===== config.mk =====
export PLATFORM = sky130hd
export DESIGN_NAME = read_ig_cvt
export DESIGN_NICKNAME = d
export VERILOG_FILES = /design/src/source/read_ig_pkg.sv /design/src/source/ar_cmd_if.sv /design/src/source/read_ig_cvt.sv /design/src/source/ar_skid_pipe.sv /design/src/source/os_tracker.sv /design/src/source/read_cmd_decode.sv
export SDC_FILE = /design/constraint.sdc
export NUM_CORES = 1
export LEC_CHECK = 0
export ABC_AREA = 1
export BUFFER_PORTS_ARGS = -buffer_cell sky130_fd_sc_hd__buf_2
export CAP_MARGIN = 20
export CORE_UTILIZATION = 53
export DETAILED_ROUTE_END_ITERATION = 16
export PLACE_DENSITY = 0.81
export SLEW_MARGIN = 0
export SYNTH_ARGS = -nofsm -noshare
export SYNTH_HDL_FRONTEND = slang
export SYNTH_SLANG_ARGS = --single-unit

===== constraint.sdc =====
create_clock -name nvdla_core_clk -period 6.35 [get_ports nvdla_core_clk]
set_input_delay 0.635 -clock nvdla_core_clk [delete_from_list [all_inputs] [get_ports nvdla_core_clk]]
set_output_delay 0.635 -clock nvdla_core_clk [all_outputs]
set_load 0.02 [all_outputs]

===== src/source/read_ig_pkg.sv =====
// request and context-entry field layout, AXI widths, outstanding-count widths
package read_ig_pkg;

  // =========================================================================
  // request word
  // =========================================================================

  // thread id and size field widths
  localparam int req_id_w   = 4;
  localparam int req_size_w = 3;
  // bits besides the address: id 4, size 3, swizzle, odd, ltran, ftran
  localparam int req_w_extra = 11;

  // fixed low fields
  localparam int req_id_lsb   = 0;
  localparam int req_addr_lsb = 4;
  // fields above the address, offsets relative to addr_w
  localparam int req_size_off    = 4;
  localparam int req_swizzle_off = 7;
  localparam int req_odd_off     = 8;
  localparam int req_ltran_off   = 9;
  localparam int req_ftran_off   = 10;

  // =========================================================================
  // AXI read address side
  // =========================================================================

  // external id and len, zero-extended at the top
  localparam int ar_id_w  = 8;
  localparam int ar_len_w = 4;
  // internal burst length, up to 4 beats
  localparam int burst_len_w = 2;

  // 32B slot index inside a 256B block, addr[7:5]
  localparam int line_offset_lsb = 5;
  localparam int slot_w          = 3;
  // AXI beats are 64B, low bits cleared
  localparam int align_bits = 6;

  // =========================================================================
  // context queue entry
  // =========================================================================

  localparam int cq_entry_w = 7;
  // len in [1:0], then single-bit flags
  localparam int cq_len_lsb     = 0;
  localparam int cq_swizzle_bit = 2;
  localparam int cq_odd_bit     = 3;
  localparam int cq_ltran_bit   = 4;
  localparam int cq_fdrop_bit   = 5;
  localparam int cq_ldrop_bit   = 6;

  // =========================================================================
  // outstanding tracking
  // =========================================================================

  // programmable limit register width
  localparam int os_limit_w = 8;
  // beats per command, len+1 fits in 3 bits
  localparam int os_add_w = burst_len_w + 1;

endpackage

===== src/source/ar_cmd_if.sv =====
// interface for the decoded read-address command, decoder to skid pipe
interface ar_cmd_if #(
  parameter int addr_w = 32
);
  import read_ig_pkg::*;

  // handshake, transfer when both high
  logic                   vld;
  // registered inside the skid pipe
  logic                   rdy;

  // command payload
  logic [req_id_w-1:0]    id;
  // already 64B aligned
  logic [addr_w-1:0]      addr;
  // beats minus one
  logic [burst_len_w-1:0] len;

  // decoder side
  modport src (
    output vld, id, addr, len,
    input  rdy
  );

  // skid pipe side
  modport dst (
    input  vld, id, addr, len,
    output rdy
  );

endinterface


===== src/source/read_ig_cvt.sv =====
// top level of the read ingress converter, block wiring and AXI zero extension
module read_ig_cvt #(
  parameter int addr_w   = 32,
  parameter int os_cnt_w = 9
) (
  input  logic                                       nvdla_core_clk,
  input  logic                                       nvdla_core_rstn,
  // request in
  input  logic                                       req_valid,
  output logic                                       req_ready,
  input  logic [addr_w+read_ig_pkg::req_w_extra-1:0] req_pd,
  // context queue write
  output logic                                       cq_wr_valid,
  input  logic                                       cq_wr_ready,
  output logic [read_ig_pkg::req_id_w-1:0]           cq_wr_thread_id,
  output logic [read_ig_pkg::cq_entry_w-1:0]         cq_wr_pd,
  // AXI read address
  output logic                                       ar_valid,
  input  logic                                       ar_ready,
  output logic [read_ig_pkg::ar_id_w-1:0]            ar_id,
  output logic [addr_w-1:0]                          ar_addr,
  output logic [read_ig_pkg::ar_len_w-1:0]           ar_len,
  // outstanding control
  input  logic [read_ig_pkg::os_limit_w-1:0]         rd_os_limit,
  input  logic                                       rsp_done
);
  import read_ig_pkg::*;

  logic                   os_full;
  logic [burst_len_w-1:0] req_len;
  logic                   ar_accept;
  logic [req_id_w-1:0]    ar_pd_id;
  logic [burst_len_w-1:0] ar_pd_len;

  // decoder to skid pipe
  ar_cmd_if #(.addr_w(addr_w)) ar_cmd ();

  // =========================================================================
  // decode and interlock
  // =========================================================================

  read_cmd_decode #(.addr_w(addr_w)) i_read_cmd_decode (
    .nvdla_core_clk  (nvdla_core_clk),
    .nvdla_core_rstn (nvdla_core_rstn),
    .req_valid       (req_valid),
    .req_ready       (req_ready),
    .req_pd          (req_pd),
    .cq_wr_valid     (cq_wr_valid),
    .cq_wr_ready     (cq_wr_ready),
    .cq_wr_thread_id (cq_wr_thread_id),
    .cq_wr_pd        (cq_wr_pd),
    .os_full         (os_full),
    .req_len         (req_len),
    .ar_cmd          (ar_cmd.src)
  );

  // counts beats at command issue
  assign ar_accept = ar_cmd.vld & ar_cmd.rdy;

  os_tracker #(.os_cnt_w(os_cnt_w)) i_os_tracker (
    .nvdla_core_clk  (nvdla_core_clk),
    .nvdla_core_rstn (nvdla_core_rstn),
    .req_valid       (req_valid),
    .req_len         (req_len),
    .ar_accept       (ar_accept),
    .rsp_done        (rsp_done),
    .rd_os_limit     (rd_os_limit),
    .os_full         (os_full)
  );

  // =========================================================================
  // output pipe
  // =========================================================================

  ar_skid_pipe #(.addr_w(addr_w)) i_ar_skid_pipe (
    .nvdla_core_clk  (nvdla_core_clk),
    .nvdla_core_rstn (nvdla_core_rstn),
    .ar_cmd          (ar_cmd.dst),
    .ar_valid        (ar_valid),
    .ar_ready        (ar_ready),
    .ar_pd_id        (ar_pd_id),
    .ar_pd_addr      (ar_addr),
    .ar_pd_len       (ar_pd_len)
  );

  // AXI id and len wider than internal fields
  assign ar_id  = {{(ar_id_w-req_id_w){1'b0}}, ar_pd_id};
  assign ar_len = {{(ar_len_w-burst_len_w){1'b0}}, ar_pd_len};

endmodule


===== src/source/ar_skid_pipe.sv =====
// registered-ready skid register plus bubble-collapsing pipe register, address path
module ar_skid_pipe #(
  parameter int addr_w = 32
) (
  input  logic                                nvdla_core_clk,
  input  logic                                nvdla_core_rstn,
  // command in
  ar_cmd_if.dst                               ar_cmd,
  // AXI read address out
  output logic                                ar_valid,
  input  logic                                ar_ready,
  output logic [read_ig_pkg::req_id_w-1:0]    ar_pd_id,
  output logic [addr_w-1:0]                   ar_pd_addr,
  output logic [read_ig_pkg::burst_len_w-1:0] ar_pd_len
);
  import read_ig_pkg::*;

  // id, addr, len packed
  localparam int pd_w = req_id_w + addr_w + burst_len_w;

  logic [pd_w-1:0] in_pd;

  // skid stage
  logic            rdy_q;
  logic            skid_catch;
  logic            skid_ready;
  logic            skid_valid;
  logic [pd_w-1:0] skid_data;
  logic            skid_pipe_valid;
  logic [pd_w-1:0] skid_pipe_data;

  // pipe stage
  logic            pipe_valid;
  logic            pipe_ready_bc;
  logic [pd_w-1:0] pipe_data;

  assign in_pd = {ar_cmd.id, ar_cmd.addr, ar_cmd.len};

  // =========================================================================
  // skid register
  // =========================================================================

  // upstream still sees ready while the pipe has stalled
  always_comb begin
    skid_catch = ar_cmd.vld && rdy_q && !pipe_ready_bc;
    // hold ready low until the caught entry moves on
    skid_ready = skid_valid ? pipe_ready_bc : !skid_catch;
  end

  always_ff @(posedge nvdla_core_clk or negedge nvdla_core_rstn) begin
    if (!nvdla_core_rstn) begin
      skid_valid <= 1'b0;
      rdy_q      <= 1'b1;
    end else begin
      skid_valid <= skid_valid ? !pipe_ready_bc : skid_catch;
      rdy_q      <= skid_ready;
    end
  end

  // payload only
  always_ff @(posedge nvdla_core_clk) begin
    if (skid_catch) begin
      skid_data <= in_pd;
    end
  end

  assign ar_cmd.rdy = rdy_q;

  // bypass while ready was high, else drain the skid entry
  always_comb begin
    skid_pipe_valid = rdy_q ? ar_cmd.vld : skid_valid;
    skid_pipe_data  = rdy_q ? in_pd : skid_data;
  end

  // =========================================================================
  // pipe register
  // =========================================================================

  // empty slot accepts even when downstream stalls
  assign pipe_ready_bc = ar_ready || !pipe_valid;

  always_ff @(posedge nvdla_core_clk or negedge nvdla_core_rstn) begin
    if (!nvdla_core_rstn) begin
      pipe_valid <= 1'b0;
    end else begin
      pipe_valid <= pipe_ready_bc ? skid_pipe_valid : 1'b1;
    end
  end

  always_ff @(posedge nvdla_core_clk) begin
    if (pipe_ready_bc && skid_pipe_valid) begin
      pipe_data <= skid_pipe_data;
    end
  end

  // output
  assign ar_valid = pipe_valid;
  assign {ar_pd_id, ar_pd_addr, ar_pd_len} = pipe_data;

endmodule


===== src/source/os_tracker.sv =====
// outstanding beat counter, delayed return pulse, full flag against the limit
module os_tracker #(
  parameter int os_cnt_w = 9
) (
  input  logic                                nvdla_core_clk,
  input  logic                                nvdla_core_rstn,
  // pending request and its length
  input  logic                                req_valid,
  input  logic [read_ig_pkg::burst_len_w-1:0] req_len,
  // address command transfer
  input  logic                                ar_accept,
  // one pulse per returned beat
  input  logic                                rsp_done,
  input  logic [read_ig_pkg::os_limit_w-1:0]  rd_os_limit,
  output logic                                os_full
);
  import read_ig_pkg::*;

  logic                  rsp_done_d;
  logic [os_cnt_w-1:0]   os_cnt;
  logic [os_cnt_w-1:0]   os_cnt_nxt;
  // beats of the request on the input
  logic [os_add_w-1:0]   req_beats;
  // beats actually issued this cycle
  logic [os_add_w-1:0]   acc_beats;
  // one extra bit so the compare sees overflow
  logic [os_cnt_w:0]     os_inp_nxt;
  logic [os_cnt_w:0]     limit_ext;

  // =========================================================================
  // return pulse
  // =========================================================================

  // egress pulse registered once, count drops a cycle later
  always_ff @(posedge nvdla_core_clk or negedge nvdla_core_rstn) begin
    if (!nvdla_core_rstn) begin
      rsp_done_d <= 1'b0;
    end else begin
      rsp_done_d <= rsp_done;
    end
  end

  // =========================================================================
  // full flag
  // =========================================================================

  // len is beats minus one
  assign req_beats = req_valid ? os_add_w'(req_len) + os_add_w'(1) : '0;
  assign acc_beats = ar_accept ? os_add_w'(req_len) + os_add_w'(1) : '0;

  // count as it would be if this request went out
  assign os_inp_nxt = {1'b0, os_cnt} + (os_cnt_w+1)'(req_beats)
                    - (os_cnt_w+1)'(rsp_done_d);
  assign limit_ext  = (os_cnt_w+1)'(rd_os_limit) + (os_cnt_w+1)'(1);

  // combinational, feeds the interlock in the same cycle
  assign os_full = os_inp_nxt > limit_ext;

  // =========================================================================
  // counter
  // =========================================================================

  assign os_cnt_nxt = os_cnt + os_cnt_w'(acc_beats) - os_cnt_w'(rsp_done_d);

  always_ff @(posedge nvdla_core_clk or negedge nvdla_core_rstn) begin
    if (!nvdla_core_rstn) begin
      os_cnt <= '0;
    end else if (ar_accept || rsp_done_d) begin
      os_cnt <= os_cnt_nxt;
    end
  end

endmodule


===== src/source/read_cmd_decode.sv =====
// request unpack, address align, burst length, context entry, three-way interlock
module read_cmd_decode #(
  parameter int addr_w = 32
) (
  input  logic                                      nvdla_core_clk,
  input  logic                                      nvdla_core_rstn,
  // request in
  input  logic                                      req_valid,
  output logic                                      req_ready,
  input  logic [addr_w+read_ig_pkg::req_w_extra-1:0] req_pd,
  // context queue write
  output logic                                      cq_wr_valid,
  input  logic                                      cq_wr_ready,
  output logic [read_ig_pkg::req_id_w-1:0]          cq_wr_thread_id,
  output logic [read_ig_pkg::cq_entry_w-1:0]        cq_wr_pd,
  // outstanding tracker
  input  logic                                      os_full,
  output logic [read_ig_pkg::burst_len_w-1:0]       req_len,
  // command to the skid pipe
  ar_cmd_if.src                                     ar_cmd
);
  import read_ig_pkg::*;

  // unpacked request fields
  logic [req_id_w-1:0]    cmd_id;
  logic [addr_w-1:0]      cmd_addr;
  logic [req_size_w-1:0]  cmd_size;
  logic                   cmd_swizzle;
  logic                   cmd_odd;
  logic                   cmd_ltran;
  logic                   cmd_ftran;

  // derived
  logic [slot_w-1:0]      stt_slot;
  logic [slot_w-1:0]      end_slot;
  logic                   len_inc;
  logic [burst_len_w-1:0] cmd_len;
  logic [addr_w-1:0]      cmd_addr_aligned;
  logic                   fdrop;
  logic                   ldrop;

  // =========================================================================
  // unpack
  // =========================================================================

  assign cmd_id      = req_pd[req_id_lsb +: req_id_w];
  assign cmd_addr    = req_pd[req_addr_lsb +: addr_w];
  assign cmd_size    = req_pd[addr_w+req_size_off +: req_size_w];
  assign cmd_swizzle = req_pd[addr_w+req_swizzle_off];
  assign cmd_odd     = req_pd[addr_w+req_odd_off];
  assign cmd_ltran   = req_pd[addr_w+req_ltran_off];
  assign cmd_ftran   = req_pd[addr_w+req_ftran_off];

  // =========================================================================
  // address and length
  // =========================================================================

  // drop low 6 bits, 64B beat boundary
  assign cmd_addr_aligned = {cmd_addr[addr_w-1:align_bits], {align_bits{1'b0}}};

  // swizzled single transfer with odd size needs one extra beat
  assign len_inc = cmd_ftran & cmd_ltran & cmd_size[0] & cmd_swizzle;
  // size counts 32B slots minus one, halved for 64B beats
  assign cmd_len = cmd_size[burst_len_w:1] + {{(burst_len_w-1){1'b0}}, len_inc};
  assign req_len = cmd_len;

  // =========================================================================
  // context entry
  // =========================================================================

  // start slot inside the 256B block
  assign stt_slot = cmd_addr[line_offset_lsb +: slot_w];
  // end slot, carry out never happens within one block
  assign end_slot = stt_slot + cmd_size;

  // first beat starts on the upper half, lower 32B discarded
  assign fdrop = cmd_ftran & stt_slot[0];
  // last beat ends on the lower half, upper 32B discarded
  assign ldrop = cmd_ltran & ~end_slot[0];

  assign cq_wr_pd[cq_len_lsb +: burst_len_w] = cmd_len;
  assign cq_wr_pd[cq_swizzle_bit]             = cmd_swizzle;
  assign cq_wr_pd[cq_odd_bit]                 = cmd_odd;
  assign cq_wr_pd[cq_ltran_bit]               = cmd_ltran;
  assign cq_wr_pd[cq_fdrop_bit]               = fdrop;
  assign cq_wr_pd[cq_ldrop_bit]               = ldrop;
  assign cq_wr_thread_id                      = cmd_id;

  // =========================================================================
  // interlock
  // =========================================================================

  // each side waits on the other two, so both fire in the same cycle
  assign cq_wr_valid = req_valid & ar_cmd.rdy & ~os_full;
  assign ar_cmd.vld  = req_valid & cq_wr_ready & ~os_full;
  assign req_ready   = ar_cmd.rdy & cq_wr_ready & ~os_full;

  // command payload
  assign ar_cmd.id   = cmd_id;
  assign ar_cmd.addr = cmd_addr_aligned;
  assign ar_cmd.len  = cmd_len;

endmodule


Yosys cells after proc, flatten, opt, wreduce, memory -nomap -nowiden
Index checks and enable logic that the tools add are counted.
{"block": "classes", "addsub": 8, "order_cmp": 1, "muxes": 7, "bitwise_logic": 14, "reduce_logical": 8}
{"cell": "38-bit two-way mux", "n": 1}
{"cell": "1-bit bitwise AND", "n": 12}
{"cell": "9-bit by 3-bit adder with 10-bit output", "n": 1}
{"cell": "10-bit greater-than comparator", "n": 1}
{"cell": "10-bit by 1-bit subtractor with 10-bit output", "n": 1}
{"cell": "8-bit by 1-bit adder with 9-bit output (second input constant)", "n": 1}
{"cell": "9-bit by 3-bit adder with 9-bit output", "n": 1}
{"cell": "9-bit by 1-bit subtractor with 9-bit output", "n": 1}
{"cell": "3-bit two-way mux", "n": 2}
{"cell": "1-bit two-way mux", "n": 4}
{"cell": "2-bit by 1-bit adder with 3-bit output (second input constant)", "n": 1}
{"cell": "1-bit logical AND", "n": 3}
{"cell": "1-bit logical NOT", "n": 3}
{"cell": "2-bit by 1-bit adder with 2-bit output", "n": 1}
{"cell": "1-bit logical OR", "n": 2}
{"cell": "1-bit NOT", "n": 2}
{"cell": "1-bit adder", "n": 1}
{"block": "totals", "reg_bits": 77, "in_bits": 57, "out_inout_bits": 58, "elab_cells": 45}

Logic depth before layout (Yosys ltp)
Gate-level depths: netlist of the first run.
{"block": "logic_depth", "word_depth": 15, "depth_mapped": 41, "depth_no_buf": 41}

Cells and area by module
From an unflattened synthesis of the first run, not the netlist that was laid out.
{"block": "unflattened", "hier_cells": 517, "hier_area_um2": 4981.0}
{"module": "ar_skid_pipe", "n_inst": 1, "cells_per_inst": 215, "area_per_inst_um2": 2906.5, "seq_area_each_um2": 2358.5}
{"module": "os_tracker", "n_inst": 1, "cells_per_inst": 225, "area_per_inst_um2": 1561.5, "seq_area_each_um2": 250.2}
{"module": "read_cmd_decode", "n_inst": 1, "cells_per_inst": 68, "area_per_inst_um2": 456.7, "seq_area_each_um2": 0.0}
{"module": "read_ig_cvt", "n_inst": 1, "cells_per_inst": 9, "area_per_inst_um2": 56.3, "seq_area_each_um2": 0.0}

Worst setup path after synthesis of the first run
Ideal clock, no wire load.
{"block": "synth_timing", "path_kind": "input to register", "from": "in req_pd[36] in the netlist's numbering", "to": "reg i_ar_skid_pipe.skid_data[0] (enable)", "setup_ns": 0.421, "arrival_ns": 5.462, "required_ns": 5.929, "slack_ns": 0.467, "stages": 27, "path_buffers": 1, "path_cell_list": "nand2_1 > nor2_1 > ha_1 > xor2_1 > ha_1 > nand2_1 > ha_1 > inv_1 > ha_1 > nand2_1 > nand2_1 > nand2_1 > nand2_1 > a21oi_1 > o21ai_0 > xor2_1 > ha_1 > nand2_1 > nand2_1 > a21oi_1 > nand3_1 > nand2_1 > nand2_1 > nor2_4 > nand4_4 > buf_6 > nor2_1"}
{"block": "synth_between", "elab_chain_len": 12}
{"element": "start: declaration", "line_no": "read_ig_cvt.sv:11", "source": "input logic [addr_w+read_ig_pkg::req_w_extra-1:0] req_pd,"}
{"element": "1-bit bitwise AND (2 in a row)", "line_no": "read_cmd_decode.sv:62", "source": "assign len_inc = cmd_ftran & cmd_ltran & cmd_size[0] & cmd_swizzle;"}
{"element": "2-bit by 1-bit adder with 2-bit output", "line_no": "read_cmd_decode.sv:64", "source": "assign cmd_len = cmd_size[burst_len_w:1] + {{(burst_len_w-1){1'b0}}, len_inc};"}
{"element": "via cq_wr_pd, one bit", "line_no": "read_ig_cvt.sv:16", "source": "output logic [read_ig_pkg::cq_entry_w-1:0] cq_wr_pd,"}
{"element": "2-bit by 1-bit adder with 3-bit output", "line_no": "os_tracker.sv:48", "source": "assign req_beats = req_valid ? os_add_w'(req_len) + os_add_w'(1) : '0;"}
{"element": "3-bit two-way mux", "line_no": "os_tracker.sv:48"}
{"element": "9-bit by 3-bit adder with 10-bit output", "line_no": "os_tracker.sv:52", "source": "assign os_inp_nxt = {1'b0, os_cnt} + (os_cnt_w+1)'(req_beats)"}
{"element": "10-bit by 1-bit subtractor with 10-bit output", "line_no": "os_tracker.sv:53", "source": "- (os_cnt_w+1)'(rsp_done_d);"}
{"element": "10-bit greater-than comparator", "line_no": "os_tracker.sv:57", "source": "assign os_full = os_inp_nxt > limit_ext;"}
{"element": "1-bit NOT", "line_no": "read_cmd_decode.sv:95", "source": "assign ar_cmd.vld = req_valid & cq_wr_ready & ~os_full;"}
{"element": "1-bit bitwise AND", "line_no": "read_cmd_decode.sv:95"}
{"element": "1-bit logical AND (2 in a row)", "line_no": "ar_skid_pipe.sv:45", "source": "skid_catch = ar_cmd.vld && rdy_q && !pipe_ready_bc;"}
{"element": "via i_ar_skid_pipe.skid_catch", "line_no": "ar_skid_pipe.sv:25", "source": "logic skid_catch;"}
{"element": "end signal: assignment", "line_no": "ar_skid_pipe.sv:63", "source": "skid_data <= in_pd;"}
{"element": "end: declaration", "line_no": "ar_skid_pipe.sv:28", "source": "logic [pd_w-1:0] skid_data;"}
The timed path passes the listed nets, and every way through them passes these cells.
A chain may end at the register's enable or synchronous reset.

Final worst setup path of the first run
{"block": "layout_timing", "from": "in req_pd[36] in the netlist's numbering", "to": "reg i_os_tracker.os_cnt[7]"}
{"block": "layout_between", "elab_chain_len": 14, "elab_cells_between_ends": 15, "classes_between": "add/sub: 6; order compare: 1; mux: 2; bitwise: 5; reduce/logical: 1"}
{"element": "1-bit bitwise AND (*) (2 in a row)", "line_no": "read_cmd_decode.sv:62"}
{"element": "2-bit by 1-bit adder with 2-bit output (*)", "line_no": "read_cmd_decode.sv:64"}
{"element": "2-bit by 1-bit adder with 3-bit output (*)", "line_no": "os_tracker.sv:48, os_tracker.sv:49"}
{"element": "3-bit two-way mux", "line_no": "os_tracker.sv:48"}
{"element": "9-bit by 3-bit adder with 10-bit output", "line_no": "os_tracker.sv:52"}
{"element": "10-bit by 1-bit subtractor with 10-bit output", "line_no": "os_tracker.sv:53"}
{"element": "10-bit greater-than comparator", "line_no": "os_tracker.sv:57"}
{"element": "1-bit NOT", "line_no": "read_cmd_decode.sv:95"}
{"element": "1-bit bitwise AND", "line_no": "read_cmd_decode.sv:95"}
{"element": "1-bit bitwise AND", "line_no": "read_ig_cvt.sv:58", "source": "assign ar_accept = ar_cmd.vld & ar_cmd.rdy;"}
{"element": "3-bit two-way mux", "line_no": "os_tracker.sv:49", "source": "assign acc_beats = ar_accept ? os_add_w'(req_len) + os_add_w'(1) : '0;"}
{"element": "9-bit by 3-bit adder with 9-bit output", "line_no": "os_tracker.sv:63", "source": "assign os_cnt_nxt = os_cnt + os_cnt_w'(acc_beats) - os_cnt_w'(rsp_done_d);"}
{"element": "9-bit by 1-bit subtractor with 9-bit output", "line_no": "os_tracker.sv:63"}
{"element": "end signal: assignment", "line_no": "os_tracker.sv:69", "source": "os_cnt <= os_cnt_nxt;"}
{"element": "end: declaration", "line_no": "os_tracker.sv:20", "source": "logic [os_cnt_w-1:0] os_cnt;"}
Every way passes the cells marked *; elsewhere a longest branch is shown, timed or not.

==> results of run 1 <==
worst max path at each step:
| stage | startpoint | endpoint | slack, ns |
|---|---|---|---|
| 2_1_floorplan | req_pd[36] | i_ar_skid_pipe.skid_data[0] | 0.47 |
| 3_3_place_gp | req_pd[36] | i_os_tracker.os_cnt[7] | 0.56 |
| 3_5_place_dp | req_pd[36] | i_os_tracker.os_cnt[7] | 0.29 |
| 4_1_cts | req_pd[36] | i_os_tracker.os_cnt[7] | 0.65 |
| 5_1_grt | req_pd[36] | i_os_tracker.os_cnt[7] | 0.05 |
| 6_report | req_pd[36] | i_os_tracker.os_cnt[7] | 0.66 |
synth_stat cells (3+ instances only):
cell      number  area share, %
a21oi_1       10            1.2
buf_4         21            3.7
clkbuf_1       7           0.62
dfrtp_1       12            7.1
edfxtp_1      64             46
ha_1          30            8.9
inv_1         50            4.5
nand2_1      157             14
nand3_1       22            2.6
nand4_1        4           0.59
nor2_1        12            1.1
o21ai_0        6           0.71
xnor2_1        3           0.62
xor2_1        17            3.5
flip-flops by register name, indices dropped and copies added (netlist names):
signal and count:
i_os_tracker.rsp_done_d 1, i_ar_skid_pipe.ar_valid 1, i_os_tracker.os_cnt 9, i_ar_skid_pipe.pipe_data 32, i_ar_skid_pipe.skid_valid 1, i_ar_skid_pipe.skid_data 32
i_ar_skid_pipe.ar_cmd.rdy 1
final cells by class:
class,count,area (um^2),share of cell area (%)
inverters,52,195,4.00
clock buffers,9,124,2.54
clock inverters,6,40.0,0.820
repair buffers,102,528,10.8
flip-flops and latches,77,2250,46.1
well taps,102,128,2.61
multi-input cells,288,1620,33.2
kinds of logic after synthesis:
group / Yosys count / share of synthesized area [%]
fa+ha+maj: 32 / 9.85
buf+inv: 83 / 9.65
simple gates: 201 / 19.7
xor+xnor: 20 / 4.16
flops: 77 / 53.3
other cells: 1 / 0.0890
compound gates: 23 / 3.24
through the flow:
step	instances	utilization (%)
floorplan	448	-
CTS	636	63.1
global placement	621	61.0
finish	636	63.2
global route	636	63.2
detailed placement	621	61.0
placed cells by master (no fill, tap or decap), drive strengths merged:
cell type  count
inv           52
dfstp          1
edfxtp        64
clkinvlp       1
clkbuf         9
nor2          13
and2           1
conb          12
clkinv         5
xnor2          3
nand3b         2
nand4          5
o21bai         2
o21ai          6
fa             2
xor2          17
dfrtp         12
a31o           1
nand2        158
o41ai          1
nand3         22
a21oi         12
buf          102
a31oi          1
ha            30
power by group through the flow:
stage	clock network (W)	registers [W]	logic (W)
3_5_place_dp	0	0.000720	0.00134
4_1_cts	0.000320	0.000710	0.00135
2_1_floorplan	0	0.000792	0.000979
3_3_place_gp	0	0.000719	0.00129
6_report	0.000311	0.000710	0.00135
5_1_grt	0.000337	0.000720	0.00154
per-layer routing:
metal | vias to the layer above | global-route usage [%]
li1 | 1565 | -
met1 | 1413 | 25.5
met2 | 96 | 36.2
met3 | 4 | 4.69
met4 | 0 | 6.88
met5 | - | 0
what timing repair did:
item                                    in CTS  in global routing
hold endpoints to repair                     0                  0
gates resized for setup                      0                  1
endpoints found under the setup margin       0                  1
==> results.json, run 1 <==
{
  "power.total_w": 0.00237,
  "clk_latency_ns": 0.34,
  "synth_flop_cell": "edfxtp_1",
  "cpPeakStageDelay_ns": 0.36,
  "grt_pass1_wl_um": 13600,
  "min_period_ns": 5.69,
  "die-width_um": 91.2,
  "min_period_over_period_pct": 89.6,
  "rsz0062_at_grt": "no",
  "clock.fmax_ghz": 0.176,
  "n_fill_cell": 651,
  "pwr-share-comb_pct": 56.9,
  "gp_congestion": 0.827,
  "fin_hold_ws_ns": 0.176,
  "rrSetupSlack_ns": 1.33,
  "critical_path.slowest_cell": "ha_1",
  "grt_usage_pct": 20.8,
  "cts-buffers-inserted": 9,
  "drv_slew": 0,
  "reg2reg_from": "i_os_tracker.os_cnt[0]",
  "clkSlewWorstSetupHoldPaths_ns": 0.08,
  "vdd_drop_max_mv": 0.398,
  "firstDrtPassIters": 4,
  "crit_fanout": 5,
  "wl_met3_um": 395,
  "synth_seq_cells": 77,
  "drive_above_1_share_pct": 23.8,
  "wl_per_cell_um": 12.6,
  "wl_met1_um": 3510,
  "worstSetupEndpointType": "flip-flop",
  "outcome": "finished clean",
  "coreArea_um2": 7730,
  "cp_num_cells": 41,
  "fin_area_um2": 4880,
  "worstReg2RegEnd": "i_os_tracker.os_cnt[7]",
  "avgSynthCellArea_um2": 9.65,
  "maxSlewHeadroom_pct": 57.4,
  "crit_required_ns": 6.57,
  "postCtsSetupRepairBufs": 0,
  "n_antenna_cell": 0,
  "setup_ws_ns": 0.659,
  "cp_data_arrival_time_ns": 5.92,
  "hold_viol_final": 0,
  "crit_top_cell": "nand2_1",
  "dpl_worst_slack_ns": 0.285,
  "hpwlAfterDp_um": 6140,
  "vias_per_cell": 4.84,
  "sw_frac_of_total_pct": 44.8,
  "area_delta_synth_final_pct": 15.8,
  "placed_area_um2": 4720,
  "cp.buffers_inverters": 3,
  "start_util_pct": 54.5,
  "clock-root-buffer": "clkbuf_8",
  "vias": 3078,
  "hold_path.class": "input pin to asynchronous set/reset pin",
  "synth_cells": 437,
  "grt_max_degree": 35,
  "clkSinkCount": 77,
  "drt_iter0_markers": 184,
  "skew_ns": 0.00778,
  "ios": 115,
  "rr_worst_depth": 32,
  "clock_path_buffers": 2,
  "totalWireLength_um": 8010,
  "antenna_found_initial": 0,
  "seqPwrFrac_pct": 29.9,
  "synth_edf_count": 64,
  "crit_type": "input pin to flip-flop",
  "fin_setup_tns_ns": 0,
  "die_h_um": 91.2,
  "p_leak_nw": 2.40,
  "rows": 32,
  "p_sw_w": 0.00106,
  "hold_buffers": 0,
  "worstMarginPinSlew_ns": 0.639,
  "fp.dieArea_um2": 8310,
  "grt_overflow": 0,
  "ant_nets": 0,
  "p_int_w": 0.00131,
  "grt_pass1_vias": 3022,
  "synth.distinct_cells": 31,
  "setup_violations": 0,
  "dr_wl_met2_um": 4050,
  "synth-seq-area-share_pct": 53.3,
  "worst_setup_path_start_kind": "input pin",
  "topRoutingLayerUsed": "met4",
  "cpLargestDelayFamily": "adder cells",
  "ys_async_sr_fraction_pct": 16.9,
  "io_buffers": 95,
  "syn_area_um2": 4220,
  "layout.nets": 619,
  "route.detailed.drc": 0,
  "drv_cap": 0,
  "cts_tree": "yes",
  "yosysWarnings": 0,
  "pwr-share-clk_pct": 13.1,
  "powerDensity_nw_per_um2": 486,
  "htreeDepth": 3
}
Power figures use the tool's default switching activity.
==> run 2, diff against run 1 <==
==> constraint.sdc (replaced) <==
create_clock -name nvdla_core_clk -period 6.2 [get_ports nvdla_core_clk]
set_input_delay 0.62 -clock nvdla_core_clk [delete_from_list [all_inputs] [get_ports nvdla_core_clk]]
set_output_delay 0.62 -clock nvdla_core_clk [all_outputs]
set_load 0.02 [all_outputs]
==> run 2 against run 1 <==
Effect of this change: register-to-register slack got worse by 0.13 ns; clock skew grew 0.0070 ns; critical path depth stayed put; combinational power is 3% higher; worst setup slack gained 0.0087 ns; utilization rose by 0.50 points; largest power group unchanged.
==> results.json, run 2 (same netlist as run 1, synthesis figures left out) <==
{
  "critPathLaunch": "req_pd[41]",
  "vdd_drop_max_mv": 0.385,
  "wl_per_cell_um": 12.4,
  "powerDensity_nw_per_um2": 500,
  "antenna_found_initial": 0,
  "cp.buffers_inverters": 3,
  "final_cell_mix": "nand2_1, buf_2, edfxtp_1, inv_1, ha_1",
  "crit_fanout": 5,
  "maxSlewHeadroom_pct": 57.9,
  "cts_resized": 0,
  "fin_hold_ws_ns": 0.144,
  "hold_path.class": "input pin to asynchronous set/reset pin",
  "setup_violations": 0,
  "grt_pass1_wl_um": 12900,
  "p_leak_nw": 2.40,
  "fp.dieArea_um2": 8310,
  "clock.fmax_ghz": 0.181,
  "cts-buffers-inserted": 9,
  "crit_type": "input pin to flip-flop",
  "die-width_um": 91.2,
  "crit_required_ns": 6.43,
  "drv_cap": 0,
  "postCtsSetupRepairBufs": 0,
  "vias": 3125,
  "coreArea_um2": 7730,
  "grt_overflow": 0,
  "worstMarginPinSlew_ns": 0.632,
  "cpLargestDelayFamily": "adder cells",
  "grt_pass1_vias": 2910,
  "clock-root-buffer": "clkbuf_8",
  "hold_viol_final": 0,
  "firstDrtPassIters": 5,
  "worst_setup_path_start_kind": "input pin",
  "drt_iter0_markers": 161,
  "skew_ns": 0.0148,
  "worstReg2RegEnd": "i_os_tracker.os_cnt[7]",
  "gp_congestion": 0.837,
  "cpPeakStageDelay_ns": 0.35,
  "grt_usage_pct": 19.7,
  "hold_buffers": 0,
  "critical_path.slowest_cell": "ha_1",
  "route.detailed.drc": 0,
  "ios": 115,
  "final_util_pct": 63.7,
  "largest_registers": "i_ar_skid_pipe.pipe_data (32), i_ar_skid_pipe.skid_data (32), i_os_tracker.os_cnt (9)",
  "n_fill_cell": 624,
  "totalWireLength_um": 7890,
  "reg2reg_from": "i_os_tracker.rsp_done_d",
  "drive_above_1_share_pct": 24.0,
  "ant_nets": 0,
  "vias_per_cell": 4.91,
  "worstSetupEndpointType": "flip-flop",
  "htreeDepth": 3,
  "min_period_ns": 5.53,
  "start_util_pct": 54.5,
  "crit_top_cell": "nand2_1",
  "clock_path_buffers": 2,
  "cts_tree": "yes",
  "clkSlewWorstSetupHoldPaths_ns": 0.08,
  "layout.nets": 618,
  "rrSetupSlack_ns": 1.20,
  "rr_worst_depth": 31,
  "min_period_over_period_pct": 89.2,
  "clkSinkCount": 77,
  "drv_slew": 0,
  "hpwlAfterDp_um": 5930,
  "fin_setup_tns_ns": 0,
  "clk_latency_ns": 0.34,
  "area_delta_synth_final_pct": 16.7,
  "cp_num_cells": 41,
  "rsz0062_at_grt": "no",
  "die_h_um": 91.2,
  "n_antenna_cell": 0,
  "cp_data_arrival_time_ns": 5.76,
  "final_common_cell": "nand2_1",
  "outcome": "finished clean",
  "rows": 32,
  "grt_max_degree": 35,
  "io_buffers": 95
}
## run 2: changes by cell type in the layout (fill, tap and decap cells not counted), sizes merged
cell and change:
buf -1, clkinv -2, clkinvlp +1, inv +2
## run 2: area by class of cell
type | instances | area [um^2] | share of cell area (%)
clock inverter | 7 | 57.6 | 1.17
tap | 102 | 128 | 2.59
clock buffer | 9 | 124 | 2.52
timing repair buffer | 101 | 546 | 11.1
sequential | 77 | 2250 | 45.7
inverter | 52 | 195 | 3.97
multi-input combinational | 288 | 1620 | 33.0
## run 2: worst max-delay path by stage
stage                                   to  slack [ns]
2_1_floorplan  i_ar_skid_pipe.skid_data[0]        0.33
3_3_place_gp        i_os_tracker.os_cnt[7]        0.42
3_5_place_dp        i_os_tracker.os_cnt[7]        0.20
4_1_cts             i_os_tracker.os_cnt[7]        0.56
5_1_grt             i_os_tracker.os_cnt[7]        0.02
6_report            i_os_tracker.os_cnt[7]        0.67
## run 2: where the power goes
part,internal (W),switching (W),total (W)
logic,0.000521,0.000873,0.00139
clock network,0.000151,0.000188,0.000338
registers,0.000687,0.0000422,0.000729
## run 2: per-layer routing
metal	global-route usage, %	share of wire, %	up-vias
met4	6.08	0.19	0
li1	-	-	1570
met3	4.27	5.6	2
met1	25.6	43	1446
met5	0	0	-
met2	33.2	51	107
## run 2: per-stage QoR
step	instances	instance area [um^2]	setup WS (ns)	total power, W
global route	636	4920	0.0182	0.00269
detailed placement	620	4730	0.198	0.00212
finish	636	4920	0.668	0.00246
CTS	636	4910	0.563	0.00247
floorplan	448	4260	0.332	0.00181
global placement	620	4730	0.422	0.00207
